## src/mult_geom_pkg.sv

```systemverilog
package mult_geom_pkg;

    // ======================================================================
    // Top level operand and product geometry
    // ======================================================================
    localparam int OPERAND_W    = 8;
    localparam int PRODUCT_W    = 2 * OPERAND_W;
    localparam int MULT_LATENCY = 2;                   // Input register plus output register

    typedef logic [OPERAND_W-1:0] operand_t;
    typedef logic [PRODUCT_W-1:0] product_t;

    // ======================================================================
    // Recursive levels, low part width at each split
    // ======================================================================
    localparam int SPLIT_8 = 2;                        // 8 = 6 + 2
    localparam int SPLIT_6 = 1;                        // 6 = 5 + 1
    localparam int SPLIT_5 = 2;                        // 5 = 3 + 2

    localparam int OP6_W = OPERAND_W - SPLIT_8;
    localparam int OP5_W = OP6_W - SPLIT_6;
    localparam int OP3_W = OP5_W - SPLIT_5;

    typedef logic [OP6_W-1:0]   op6_t;
    typedef logic [OP5_W-1:0]   op5_t;
    typedef logic [2*OP6_W-1:0] prod6_t;              // 12 bit product of the 6x6 block
    typedef logic [2*OP5_W-1:0] prod5_t;              // 10 bit product of the 5x5 block

endpackage

```

## src/approx_cfg_pkg.sv

```systemverilog
package approx_cfg_pkg;

    // ======================================================================
    // Number of OR-approximated low bits per adder
    // ======================================================================

    // 8x8 level, cross adder is 8 bit and final adder is 14 bit
    localparam int L8_CROSS_APPROX = 0;
    localparam int L8_SUM_APPROX   = 5;

    // 6x6 level, cross adder is 5 bit and final adder is 11 bit
    localparam int L6_CROSS_APPROX = 0;
    localparam int L6_SUM_APPROX   = 5;

    // 5x5 level, cross adder is 5 bit and final adder is 8 bit
    localparam int L5_CROSS_APPROX = 0;
    localparam int L5_SUM_APPROX   = 2;

    // A zero count makes the adder fully exact, which is what every cross
    // adder uses since the cross products carry the most weight at each
    // level relative to their width

endpackage

```

## src/lower_or_adder.sv

```systemverilog
`timescale 1ns/1ps

// Approximate adder: low zone is a plain OR, upper zone is an exact sum
// that receives no carry from the low zone
module lower_or_adder #(
    parameter int WIDTH_A     = 8,
    parameter int WIDTH_B     = 8,
    parameter int APPROX_BITS = 0
) (
    input  logic [WIDTH_A-1:0]                               x,
    input  logic [WIDTH_B-1:0]                               y,
    output logic [((WIDTH_A > WIDTH_B) ? WIDTH_A : WIDTH_B):0] sum
);

    localparam int MAX_W   = (WIDTH_A > WIDTH_B) ? WIDTH_A : WIDTH_B;
    localparam int UPPER_W = MAX_W - APPROX_BITS;

    logic [MAX_W-1:0] x_ext;
    logic [MAX_W-1:0] y_ext;
    logic [UPPER_W:0] upper_sum;                       // Carry out lands in the top bit

    assign x_ext = MAX_W'(x);                          // Zero extend the narrower operand
    assign y_ext = MAX_W'(y);

    assign upper_sum = {1'b0, x_ext[MAX_W-1:APPROX_BITS]}
                     + {1'b0, y_ext[MAX_W-1:APPROX_BITS]};

    // ======================================================================
    // Result assembly
    // ======================================================================
    if (APPROX_BITS == 0) begin : g_exact
        assign sum = upper_sum;                        // Whole width is exact
    end else begin : g_approx
        logic [APPROX_BITS-1:0] lower_or;

        assign lower_or = x_ext[APPROX_BITS-1:0] | y_ext[APPROX_BITS-1:0];
        assign sum      = {upper_sum, lower_or};
    end

endmodule

```

## src/exact_sub_mult.sv

```systemverilog
`timescale 1ns/1ps

module exact_sub_mult #(
    parameter int WIDTH_A = 3,
    parameter int WIDTH_B = 3
) (
    input  logic [WIDTH_A-1:0]         x,
    input  logic [WIDTH_B-1:0]         y,
    output logic [WIDTH_A+WIDTH_B-1:0] prod
);

    localparam int PROD_W = WIDTH_A + WIDTH_B;

    logic [WIDTH_A-1:0] pp_row [WIDTH_B];             // One AND row per multiplier bit
    logic [PROD_W-1:0]  pp_shift [WIDTH_B];

    for (genvar i = 0; i < WIDTH_B; i++) begin : g_rows
        assign pp_row[i]   = x & {WIDTH_A{y[i]}};
        assign pp_shift[i] = PROD_W'(pp_row[i]) << i;  // Align row to its weight
    end

    // ======================================================================
    // Shift-add accumulation of the partial products
    // ======================================================================
    always_comb begin : p_accum
        logic [PROD_W-1:0] acc;

        acc = '0;
        for (int i = 0; i < WIDTH_B; i++) begin
            acc = acc + pp_shift[i];                   // Never overflows PROD_W
        end
        prod = acc;
    end

endmodule

```

## src/recursive_mult_5x5.sv

```systemverilog
`timescale 1ns/1ps

module recursive_mult_5x5
    import mult_geom_pkg::*;
    import approx_cfg_pkg::*;
(
    input  op5_t   a,
    input  op5_t   b,
    output prod5_t p
);

    logic [OP3_W-1:0]   a_h;
    logic [OP3_W-1:0]   b_h;
    logic [SPLIT_5-1:0] a_l;
    logic [SPLIT_5-1:0] b_l;

    assign a_h = a[OP5_W-1:SPLIT_5];
    assign b_h = b[OP5_W-1:SPLIT_5];
    assign a_l = a[SPLIT_5-1:0];
    assign b_l = b[SPLIT_5-1:0];

    // Leaf sub-products
    logic [2*OP3_W-1:0]       p_hh;
    logic [OP3_W+SPLIT_5-1:0] p_hl;
    logic [OP3_W+SPLIT_5-1:0] p_lh;
    logic [2*SPLIT_5-1:0]     p_ll;

    exact_sub_mult #(.WIDTH_A(OP3_W),   .WIDTH_B(OP3_W))   u_mult_hh (.x(a_h), .y(b_h), .prod(p_hh));
    exact_sub_mult #(.WIDTH_A(OP3_W),   .WIDTH_B(SPLIT_5)) u_mult_hl (.x(a_h), .y(b_l), .prod(p_hl));
    exact_sub_mult #(.WIDTH_A(SPLIT_5), .WIDTH_B(OP3_W))   u_mult_lh (.x(a_l), .y(b_h), .prod(p_lh));
    exact_sub_mult #(.WIDTH_A(SPLIT_5), .WIDTH_B(SPLIT_5)) u_mult_ll (.x(a_l), .y(b_l), .prod(p_ll));

    // ======================================================================
    // Sum tree
    // ======================================================================
    logic [2*OP3_W+SPLIT_5-1:0] operand1;              // High product over upper half of p_ll
    logic [OP3_W+SPLIT_5:0]     operand2;              // Exact sum of the cross products
    logic [2*OP3_W+SPLIT_5:0]   sum_out;

    assign operand1 = {p_hh, p_ll[2*SPLIT_5-1:SPLIT_5]};

    lower_or_adder #(
        .WIDTH_A     (OP3_W + SPLIT_5),
        .WIDTH_B     (OP3_W + SPLIT_5),
        .APPROX_BITS (L5_CROSS_APPROX)
    ) u_cross_add (
        .x   (p_hl),
        .y   (p_lh),
        .sum (operand2)
    );

    lower_or_adder #(
        .WIDTH_A     (2*OP3_W + SPLIT_5),
        .WIDTH_B     (OP3_W + SPLIT_5 + 1),
        .APPROX_BITS (L5_SUM_APPROX)
    ) u_final_add (
        .x   (operand1),
        .y   (operand2),
        .sum (sum_out)
    );

    // Low half of p_ll bypasses the adders, carry out of the final adder is dropped
    assign p = {sum_out[2*OP3_W+SPLIT_5-1:0], p_ll[SPLIT_5-1:0]};

endmodule

```

## src/recursive_mult_6x6.sv

```systemverilog
`timescale 1ns/1ps

module recursive_mult_6x6
    import mult_geom_pkg::*;
    import approx_cfg_pkg::*;
(
    input  op6_t   a,
    input  op6_t   b,
    output prod6_t p
);

    op5_t               a_h;
    op5_t               b_h;
    logic [SPLIT_6-1:0] a_l;
    logic [SPLIT_6-1:0] b_l;

    assign a_h = a[OP6_W-1:SPLIT_6];
    assign b_h = b[OP6_W-1:SPLIT_6];
    assign a_l = a[SPLIT_6-1:0];
    assign b_l = b[SPLIT_6-1:0];

    prod5_t                   p_hh;
    logic [OP5_W+SPLIT_6-1:0] p_hl;
    logic [OP5_W+SPLIT_6-1:0] p_lh;
    logic [2*SPLIT_6-1:0]     p_ll;

    recursive_mult_5x5 u_mult_hh (.a(a_h), .b(b_h), .p(p_hh));

    exact_sub_mult #(.WIDTH_A(OP5_W),   .WIDTH_B(SPLIT_6)) u_mult_hl (.x(a_h), .y(b_l), .prod(p_hl));
    exact_sub_mult #(.WIDTH_A(SPLIT_6), .WIDTH_B(OP5_W))   u_mult_lh (.x(a_l), .y(b_h), .prod(p_lh));
    exact_sub_mult #(.WIDTH_A(SPLIT_6), .WIDTH_B(SPLIT_6)) u_mult_ll (.x(a_l), .y(b_l), .prod(p_ll));

    // ======================================================================
    // Sum tree
    // ======================================================================
    logic [2*OP5_W:0]  operand1;
    logic [OP5_W:0]    operand2;
    logic [2*OP5_W+1:0] sum_out;

    // A 1x1 product is at most 1, so nothing sits above its single low bit
    assign operand1 = {p_hh, 1'b0};

    // Cross products fit in OP5_W bits since one factor is a single bit
    lower_or_adder #(
        .WIDTH_A     (OP5_W),
        .WIDTH_B     (OP5_W),
        .APPROX_BITS (L6_CROSS_APPROX)
    ) u_cross_add (
        .x   (p_hl[OP5_W-1:0]),
        .y   (p_lh[OP5_W-1:0]),
        .sum (operand2)
    );

    lower_or_adder #(
        .WIDTH_A     (2*OP5_W + 1),
        .WIDTH_B     (OP5_W + 1),
        .APPROX_BITS (L6_SUM_APPROX)
    ) u_final_add (
        .x   (operand1),
        .y   (operand2),
        .sum (sum_out)
    );

    assign p = {sum_out[2*OP5_W:0], p_ll[0]};        // Top carry is dropped

endmodule

```

## src/approx_mult_8x8.sv

```systemverilog
`timescale 1ns/1ps

module approx_mult_8x8
    import mult_geom_pkg::*;
    import approx_cfg_pkg::*;
(
    input  operand_t a,
    input  operand_t b,
    output product_t p
);

    // ======================================================================
    // Operand split, high part 6 bits and low part 2 bits
    // ======================================================================
    op6_t               a_h;
    op6_t               b_h;
    logic [SPLIT_8-1:0] a_l;
    logic [SPLIT_8-1:0] b_l;

    assign a_h = a[OPERAND_W-1:SPLIT_8];
    assign b_h = b[OPERAND_W-1:SPLIT_8];
    assign a_l = a[SPLIT_8-1:0];
    assign b_l = b[SPLIT_8-1:0];

    // ======================================================================
    // Sub-products
    // ======================================================================
    prod6_t                   p_hh;                    // Approximate, from the recursion
    logic [OP6_W+SPLIT_8-1:0] p_hl;
    logic [OP6_W+SPLIT_8-1:0] p_lh;
    logic [2*SPLIT_8-1:0]     p_ll;

    recursive_mult_6x6 u_mult_hh (
        .a (a_h),
        .b (b_h),
        .p (p_hh)
    );

    exact_sub_mult #(.WIDTH_A(OP6_W),   .WIDTH_B(SPLIT_8)) u_mult_hl (.x(a_h), .y(b_l), .prod(p_hl));
    exact_sub_mult #(.WIDTH_A(SPLIT_8), .WIDTH_B(OP6_W))   u_mult_lh (.x(a_l), .y(b_h), .prod(p_lh));
    exact_sub_mult #(.WIDTH_A(SPLIT_8), .WIDTH_B(SPLIT_8)) u_mult_ll (.x(a_l), .y(b_l), .prod(p_ll));

    // ======================================================================
    // Sum tree
    // ======================================================================
    logic [2*OP6_W+SPLIT_8-1:0] operand1;
    logic [OP6_W+SPLIT_8:0]     operand2;
    logic [2*OP6_W+SPLIT_8:0]   sum_out;

    assign operand1 = {p_hh, p_ll[2*SPLIT_8-1:SPLIT_8]};

    lower_or_adder #(
        .WIDTH_A     (OP6_W + SPLIT_8),
        .WIDTH_B     (OP6_W + SPLIT_8),
        .APPROX_BITS (L8_CROSS_APPROX)
    ) u_cross_add (
        .x   (p_hl),
        .y   (p_lh),
        .sum (operand2)
    );

    lower_or_adder #(
        .WIDTH_A     (2*OP6_W + SPLIT_8),
        .WIDTH_B     (OP6_W + SPLIT_8 + 1),
        .APPROX_BITS (L8_SUM_APPROX)
    ) u_final_add (
        .x   (operand1),
        .y   (operand2),
        .sum (sum_out)
    );

    // Bits 1:0 of the product are exact, taken straight from p_ll
    assign p = {sum_out[2*OP6_W+SPLIT_8-1:0], p_ll[SPLIT_8-1:0]};

endmodule

```

## src/approx_mult_top.sv

```systemverilog
`timescale 1ns/1ps

// Registered wrapper, MULT_LATENCY register stages from in_valid to out_valid
module approx_mult_top
    import mult_geom_pkg::*;
(
    input  logic     clk,
    input  logic     arst_n,
    input  logic     in_valid,
    input  operand_t a,
    input  operand_t b,
    output logic     out_valid,
    output product_t p
);

    operand_t a_q;
    operand_t b_q;
    logic     valid_q;
    product_t p_core;

    // ======================================================================
    // Input stage
    // ======================================================================
    always_ff @(posedge clk or negedge arst_n) begin
        if (!arst_n) begin
            a_q     <= '0;
            b_q     <= '0;
            valid_q <= 1'b0;
        end else begin
            valid_q <= in_valid;
            if (in_valid) begin
                a_q <= a;                              // Operands only move with a valid pair
                b_q <= b;
            end
        end
    end

    approx_mult_8x8 u_core (
        .a (a_q),
        .b (b_q),
        .p (p_core)
    );

    // ======================================================================
    // Output stage
    // ======================================================================
    always_ff @(posedge clk or negedge arst_n) begin
        if (!arst_n) begin
            out_valid <= 1'b0;
            p         <= '0;
        end else begin
            out_valid <= valid_q;
            if (valid_q) begin
                p <= p_core;                           // Holds its value through bubbles
            end
        end
    end

endmodule

```

## config.mk

```make
export PLATFORM = sky130hd
export DESIGN_NAME = approx_mult_top
export DESIGN_NICKNAME = d
export VERILOG_FILES = /design/src/mult_geom_pkg.sv /design/src/approx_cfg_pkg.sv /design/src/lower_or_adder.sv /design/src/exact_sub_mult.sv /design/src/recursive_mult_5x5.sv /design/src/recursive_mult_6x6.sv /design/src/approx_mult_8x8.sv /design/src/approx_mult_top.sv
export SDC_FILE = /design/constraint.sdc
export NUM_CORES = 1
export LEC_CHECK = 0
export BUFFER_PORTS_ARGS = -buffer_cell sky130_fd_sc_hd__buf_2
export CORE_ASPECT_RATIO = 0.8
export CORE_UTILIZATION = 45
export DETAILED_ROUTE_END_ITERATION = 16
export PLACE_DENSITY_LB_ADDON = 0.1
export SYNTH_ARGS = -nofsm -noshare
export SYNTH_HDL_FRONTEND = slang
export SYNTH_HIERARCHICAL = 1
export SYNTH_SLANG_ARGS = --single-unit
```

## constraint.sdc

```tcl
create_clock -name clk -period 7.9 [get_ports clk]
set_input_delay 1.58 -clock clk [delete_from_list [all_inputs] [get_ports clk]]
set_output_delay 1.58 -clock clk [all_outputs]
set_load 0.05 [all_outputs]
```

======== Word level (Yosys, flattened, before mapping) ========
Cells that the tools add are included.
word-level totals
  input bits .............................. 19
  bits in registers ....................... 34
operators by class
  bitwise operators ....................... 30
  add/sub/neg operators ................... 23
operators by type and width
  cell         number
  $and 2x2->2  13
  $add 2x3->4  4
  $and 3x3->3  5
  $add 5x5->6  2
  $and 6x6->6  2
  $add 3x4->5  2
  $add 5x4->5  2
  $or 5x5->5   2
  $add 8x8->9  1
  $add 9x4->9  1
  $add 6x7->8  1
  $add 8x4->8  1
  $add 8x5->8  1
  $add 8x6->8  1
  $add 8x7->8  1
  $add 6x1->6  1
  $add 6x4->6  1
  $add 6x5->6  1
  $and 1x1->1  6
  $add 5x5->5  1
  $and 5x5->5  1
  $add 3x3->4  1
  $add 1x2->3  1
  $or 2x2->2   1

======== Longest topological paths before layout ========
  depth after elaboration ................. 8
  gate-level depth with buffers ........... 21
  mapped depth without buffers ............ 21

======== Cells and area by module ========
The synthesis kept the hierarchy.
modules (own cells, without submodules)
  module                                                      area an instance (µm²)  seq. area each (µm²)  times used  cells each
  approx_mult_top                                             1348.8                  850.8                 1           70
  lower_or_adder at u_core.u_final_add                        339.1                   0.0                   1           46
  lower_or_adder at u_core.u_cross_add                        324.1                   0.0                   1           42
  lower_or_adder at u_core.u_mult_hh.u_cross_add ...          158.9                   0.0                   2           17
  exact_sub_mult at u_core.u_mult_lh                          282.8                   0.0                   1           32
  exact_sub_mult at u_core.u_mult_hl                          274.0                   0.0                   1           38
  exact_sub_mult at u_core.u_mult_hh.u_mult_hh.u_mult_hl ...  111.4                   0.0                   2           16
  lower_or_adder at u_core.u_mult_hh.u_mult_hh.u_final_add    198.9                   0.0                   1           26
  exact_sub_mult at u_core.u_mult_hh.u_mult_hh.u_mult_hh      196.4                   0.0                   1           24
  lower_or_adder at u_core.u_mult_hh.u_final_add              120.1                   0.0                   1           17
  exact_sub_mult at u_core.u_mult_hh.u_mult_hh.u_mult_ll ...  50.0                    0.0                   2           6
  exact_sub_mult at u_core.u_mult_hh.u_mult_hl ...            42.5                    0.0                   2           7
  exact_sub_mult at u_core.u_mult_hh.u_mult_ll                25.0                    0.0                   1           4
  recursive_mult_6x6                                          3.8                     0.0                   1           1

======== Worst setup path after synthesis ========
Ideal clock, no wire load.
  kind .................................... reg2reg
  start ................................... reg b_q[2]
  end ..................................... reg p[13]
  setup time .............................. 125 ps
  clock period less this slack ............ 4419 ps
  slack ................................... 3481 ps
  arrival time ............................ 4294 ps
  cell stages (with the launch flop) ...... 20
  path through ............................ dfrtp_1 -> and2_1 -> ha_1 -> ha_1 -> inv_1 -> fa_1 -> inv_1 -> ha_1 -> fa_1 -> ha_1 -> a21o_1 -> a21o_1 -> nor2_1 -> xnor2_1 -> inv_1 -> fa_1 -> nand2b_1 -> a211oi_2 -> xor2_1 -> mux2_2
on the way
  cells in the longest elaborated chain, start to end .. 8
RTL lines
  item                    RTL line               text
  start, declared         approx_mult_top.sv:17  operand_t b_q;
  start signal, assigned  approx_mult_top.sv:27  b_q <= '0;
  start signal, assigned  approx_mult_top.sv:33  b_q <= b;
  $and 2x2->2             exact_sub_mult.sv:18   assign pp_row[i] = x & {WIDTH_A{y[i]}};
  $add 2x3->4             exact_sub_mult.sv:30   acc = acc + pp_shift[i];
  $add 8x4->8             exact_sub_mult.sv:30
  $add 8x5->8             exact_sub_mult.sv:30
  $add 8x6->8             exact_sub_mult.sv:30
  $add 8x7->8             exact_sub_mult.sv:30
  net u_core.p_lh[4]      approx_mult_8x8.sv:30  logic [OP6_W+SPLIT_8-1:0] p_lh;
  $add 8x8->9             lower_or_adder.sv:26   + {1'b0, y_ext[MAX_W-1:APPROX_BITS]};
  net u_core.operand2[6]  approx_mult_8x8.sv:47  logic [OP6_W+SPLIT_8:0] operand2;
  $add 9x4->9             lower_or_adder.sv:26
  net p_core[13]          approx_mult_top.sv:19  product_t p_core;
  end signal, assigned    approx_mult_top.sv:54  p <= p_core;
  end, declared           approx_mult_top.sv:13  output product_t p
The timed path passes the listed nets, and every way through them passes these cells.
A chain may end at the register's enable or synchronous reset.

======== Worst setup path in the final report ========
Ends and elaborated chain as after synthesis.

==> results.json <==
{
  "report.final.hold_viol_count": 0,
  "drt_wl_total_mm": 7.74,
  "cts.root.buffer_cell": "sky130_fd_sc_hd__clkbuf_8",
  "dp_hpwl_mm": 6.22,
  "buffers_inverters_on_critical_path": 3,
  "grt_pass1_vias": 2699,
  "port_buffers": 35,
  "finalSetupViolations": 0,
  "grt_pass1_wl_mm": 13.3,
  "p_clk_frac": 0.112,
  "ant_nets": 0,
  "insertion_delay_ns": 0.29,
  "power_frac_seq": 0.214,
  "total_leakage_power_uw": 0.00214,
  "worstHoldPathType": "reg -> reg",
  "route.detailed.wl_per_inst_um": 14.6,
  "htree_levels": 2,
  "fin_crit_sh": 0.601,
  "power_frac_comb": 0.675,
  "slew_violations": 0,
  "grt_antenna_before_repair": 0,
  "detail_route.iter0.violations": 92,
  "globalRoute.totalOverflow": 0,
  "place_area_mm2": 0.00402,
  "die_w_um": 105,
  "grt_max_degree": 35,
  "design.portCount": 36,
  "timing.setup.tns_ns": 0,
  "grt_setup_unrepaired": "no",
  "arrival_ns": 4.92,
  "floorplan.die.height_um": 84.0,
  "worst_path_largest_cell_delay_ns": 0.46,
  "initial_drt_pass_iterations": 4,
  "path_delay_family": "adder cells",
  "floorplan.die_area_mm2": 0.00878,
  "globalRouteTotalUtil": 0.192,
  "cp_cell_sequence": "and2_1 > ha_1 > ha_1 > inv_1 > fa_1 > inv_1 > ha_1 > fa_1 > ha_1 > a21o_1 > a21o_1 > nor2_1 > xnor2_1 > inv_1 > fa_1 > nand2b_1 > a211oi_2 > xor2_1 > mux2_2",
  "n_antenna_cell": 0,
  "fmaxAchievable_mhz": 211,
  "clock_tree_from_tritoncts": "done",
  "clock_skew_ns": 0.00485,
  "cts_hold_buf": 0,
  "timing.reg2reg.worst_path_depth": 19,
  "flow.area_growth_from_synthesis_pct": 8.76,
  "synthesis.nets": 468,
  "syn_avg_cell_area_um2": 9.90,
  "number_of_placement_rows": 29,
  "cts_setup_buffers": 0,
  "slowest_stage": "sky130_fd_sc_hd__dfrtp_1",
  "min_delay_path_depth": 1,
  "finalWorstPathRequiredPeriod_ns": 4.74,
  "power_switching_share": 0.474,
  "transition_time_at_the_pin_with_the_least_slew_margin_ns": 0.823,
  "netlist_area_mm2": 0.00378,
  "power.internal_uw": 642,
  "path_max_fanout": 9,
  "clk_pin_slew_ns": 0.07,
  "vdd_ir_drop_max_mv": 0.201,
  "clkSinkCount": 34,
  "initial_core_util": 0.470,
  "startpoint_to_endpoint_class_of_the_critical_path": "reg -> reg",
  "run_status": "finished, final reports clean",
  "max-clock-path-buffers": 2,
  "max_cap_violations": 0,
  "layout.cell_area.non_filler_mm2": 0.00412,
  "core_mm2": 0.00806,
  "power-per-cell-area_mw_per_mm2": 296,
  "switching_power_uw": 577,
  "timing.critical_path.from_type": "register",
  "cts_made_buffers": 5,
  "ctsResizeCount": 0,
  "vias": 2639,
  "worst_path_most_repeated_cell": "sky130_fd_sc_hd__ha_1",
  "drc": 0,
  "yosys_warnings": 6,
  "final_layout_size_suffix_gt1_frac": 0.240,
  "endpoint_kind": "register",
  "place_congestion": 0.840,
  "finalNetCount": 505,
  "slew_headroom": 0.451,
  "synthCells": 382,
  "avgViaCountPerCell": 5.00,
  "critPathRequiredTime_ns": 8.07,
  "worst-path-stages": 19
}
## final timing paths
kind                       slack, ns            endpoint          startpoint
hold reg to reg                 0.51   p[15]$_DFFE_PN0P_   p[15]$_DFFE_PN0P_
hold / removal                  0.51   p[15]$_DFFE_PN0P_   p[15]$_DFFE_PN0P_
max in group asynchronous       6.04  a_q[5]$_DFFE_PN0P_              arst_n
min in group asynchronous       1.37    p[6]$_DFFE_PN0P_              arst_n
setup reg to reg                3.16   p[13]$_DFFE_PN0P_  b_q[2]$_DFFE_PN0P_
setup / recovery                3.16   p[13]$_DFFE_PN0P_  b_q[2]$_DFFE_PN0P_
## sequential cells by signal (all words and copies together) (netlist names)
register / count
b_q: 8
a_q: 8
p: 16
valid_q: 1
out_valid: 1
## metrics by stage
step	total power [µW]	util	setup WS [ns]	hold slack (ns)	cells
after floorplan	929	-	3.48	0.374	382
after global placement	1070	0.500	3.28	0.488	520
after detailed placement	1090	0.500	3.17	0.491	520
after CTS	1230	0.511	3.17	0.514	528
after global routing	1330	0.511	2.93	0.525	528
final	1220	0.511	3.16	0.508	528
## power groups by stage
stage | logic (µW) | registers [µW] | clock network, µW
2_1_floorplan | 554 | 375 | 0
3_3_place_gp | 811 | 264 | 0
3_5_place_dp | 825 | 265 | 0
4_1_cts | 830 | 262 | 141
5_1_grt | 916 | 268 | 149
6_report | 822 | 261 | 136
## area by class of cell
type	count	area, µm²
multi-input combinational	310	2740
sequential	34	851
tap	108	135
clock buffer	7	86.3
clock inverter	1	5.00
inverter	33	124
fill	771	3940
timing repair buffer	35	175
## layer usage
metal / share of wire / track usage / routed length (µm) / vias up
li1: - / - / - / 1380
met5: 0 / 0 / 0 / -
met2: 0.42 / 0.302 / 3220 / 51
met4: 0.0025 / 0.0312 / 19 / 0
met1: 0.54 / 0.276 / 4210 / 1206
met3: 0.038 / 0.0359 / 293 / 2
## placed cells by master (no fill, tap or decap), types with 2 or more instances in the layout
master	instances
sky130_fd_sc_hd__nor2b_1	5
sky130_fd_sc_hd__a21oi_1	18
sky130_fd_sc_hd__and2_1	51
sky130_fd_sc_hd__and2_2	2
sky130_fd_sc_hd__a211oi_2	3
sky130_fd_sc_hd__o21ai_0	4
sky130_fd_sc_hd__nand2_2	2
sky130_fd_sc_hd__dfrtp_1	34
sky130_fd_sc_hd__clkbuf_8	6
sky130_fd_sc_hd__nor3_1	2
sky130_fd_sc_hd__o21bai_1	3
sky130_fd_sc_hd__or2_2	12
sky130_fd_sc_hd__o211ai_1	2
sky130_fd_sc_hd__xnor2_1	16
sky130_fd_sc_hd__mux2_2	12
sky130_fd_sc_hd__o21ai_2	2
sky130_fd_sc_hd__inv_1	32
sky130_fd_sc_hd__a311o_1	2
sky130_fd_sc_hd__nand2b_1	5
sky130_fd_sc_hd__o211ai_2	2
sky130_fd_sc_hd__mux2_4	20
sky130_fd_sc_hd__fa_1	12
sky130_fd_sc_hd__ha_1	55
sky130_fd_sc_hd__nor2_1	13
sky130_fd_sc_hd__a21o_1	8
sky130_fd_sc_hd__nand2_1	16
sky130_fd_sc_hd__xor2_1	16
sky130_fd_sc_hd__a211o_1	2
sky130_fd_sc_hd__nand3_1	10
sky130_fd_sc_hd__o21ai_1	2
sky130_fd_sc_hd__buf_2	35
Note: power is estimated with default switching activity, not from simulation.
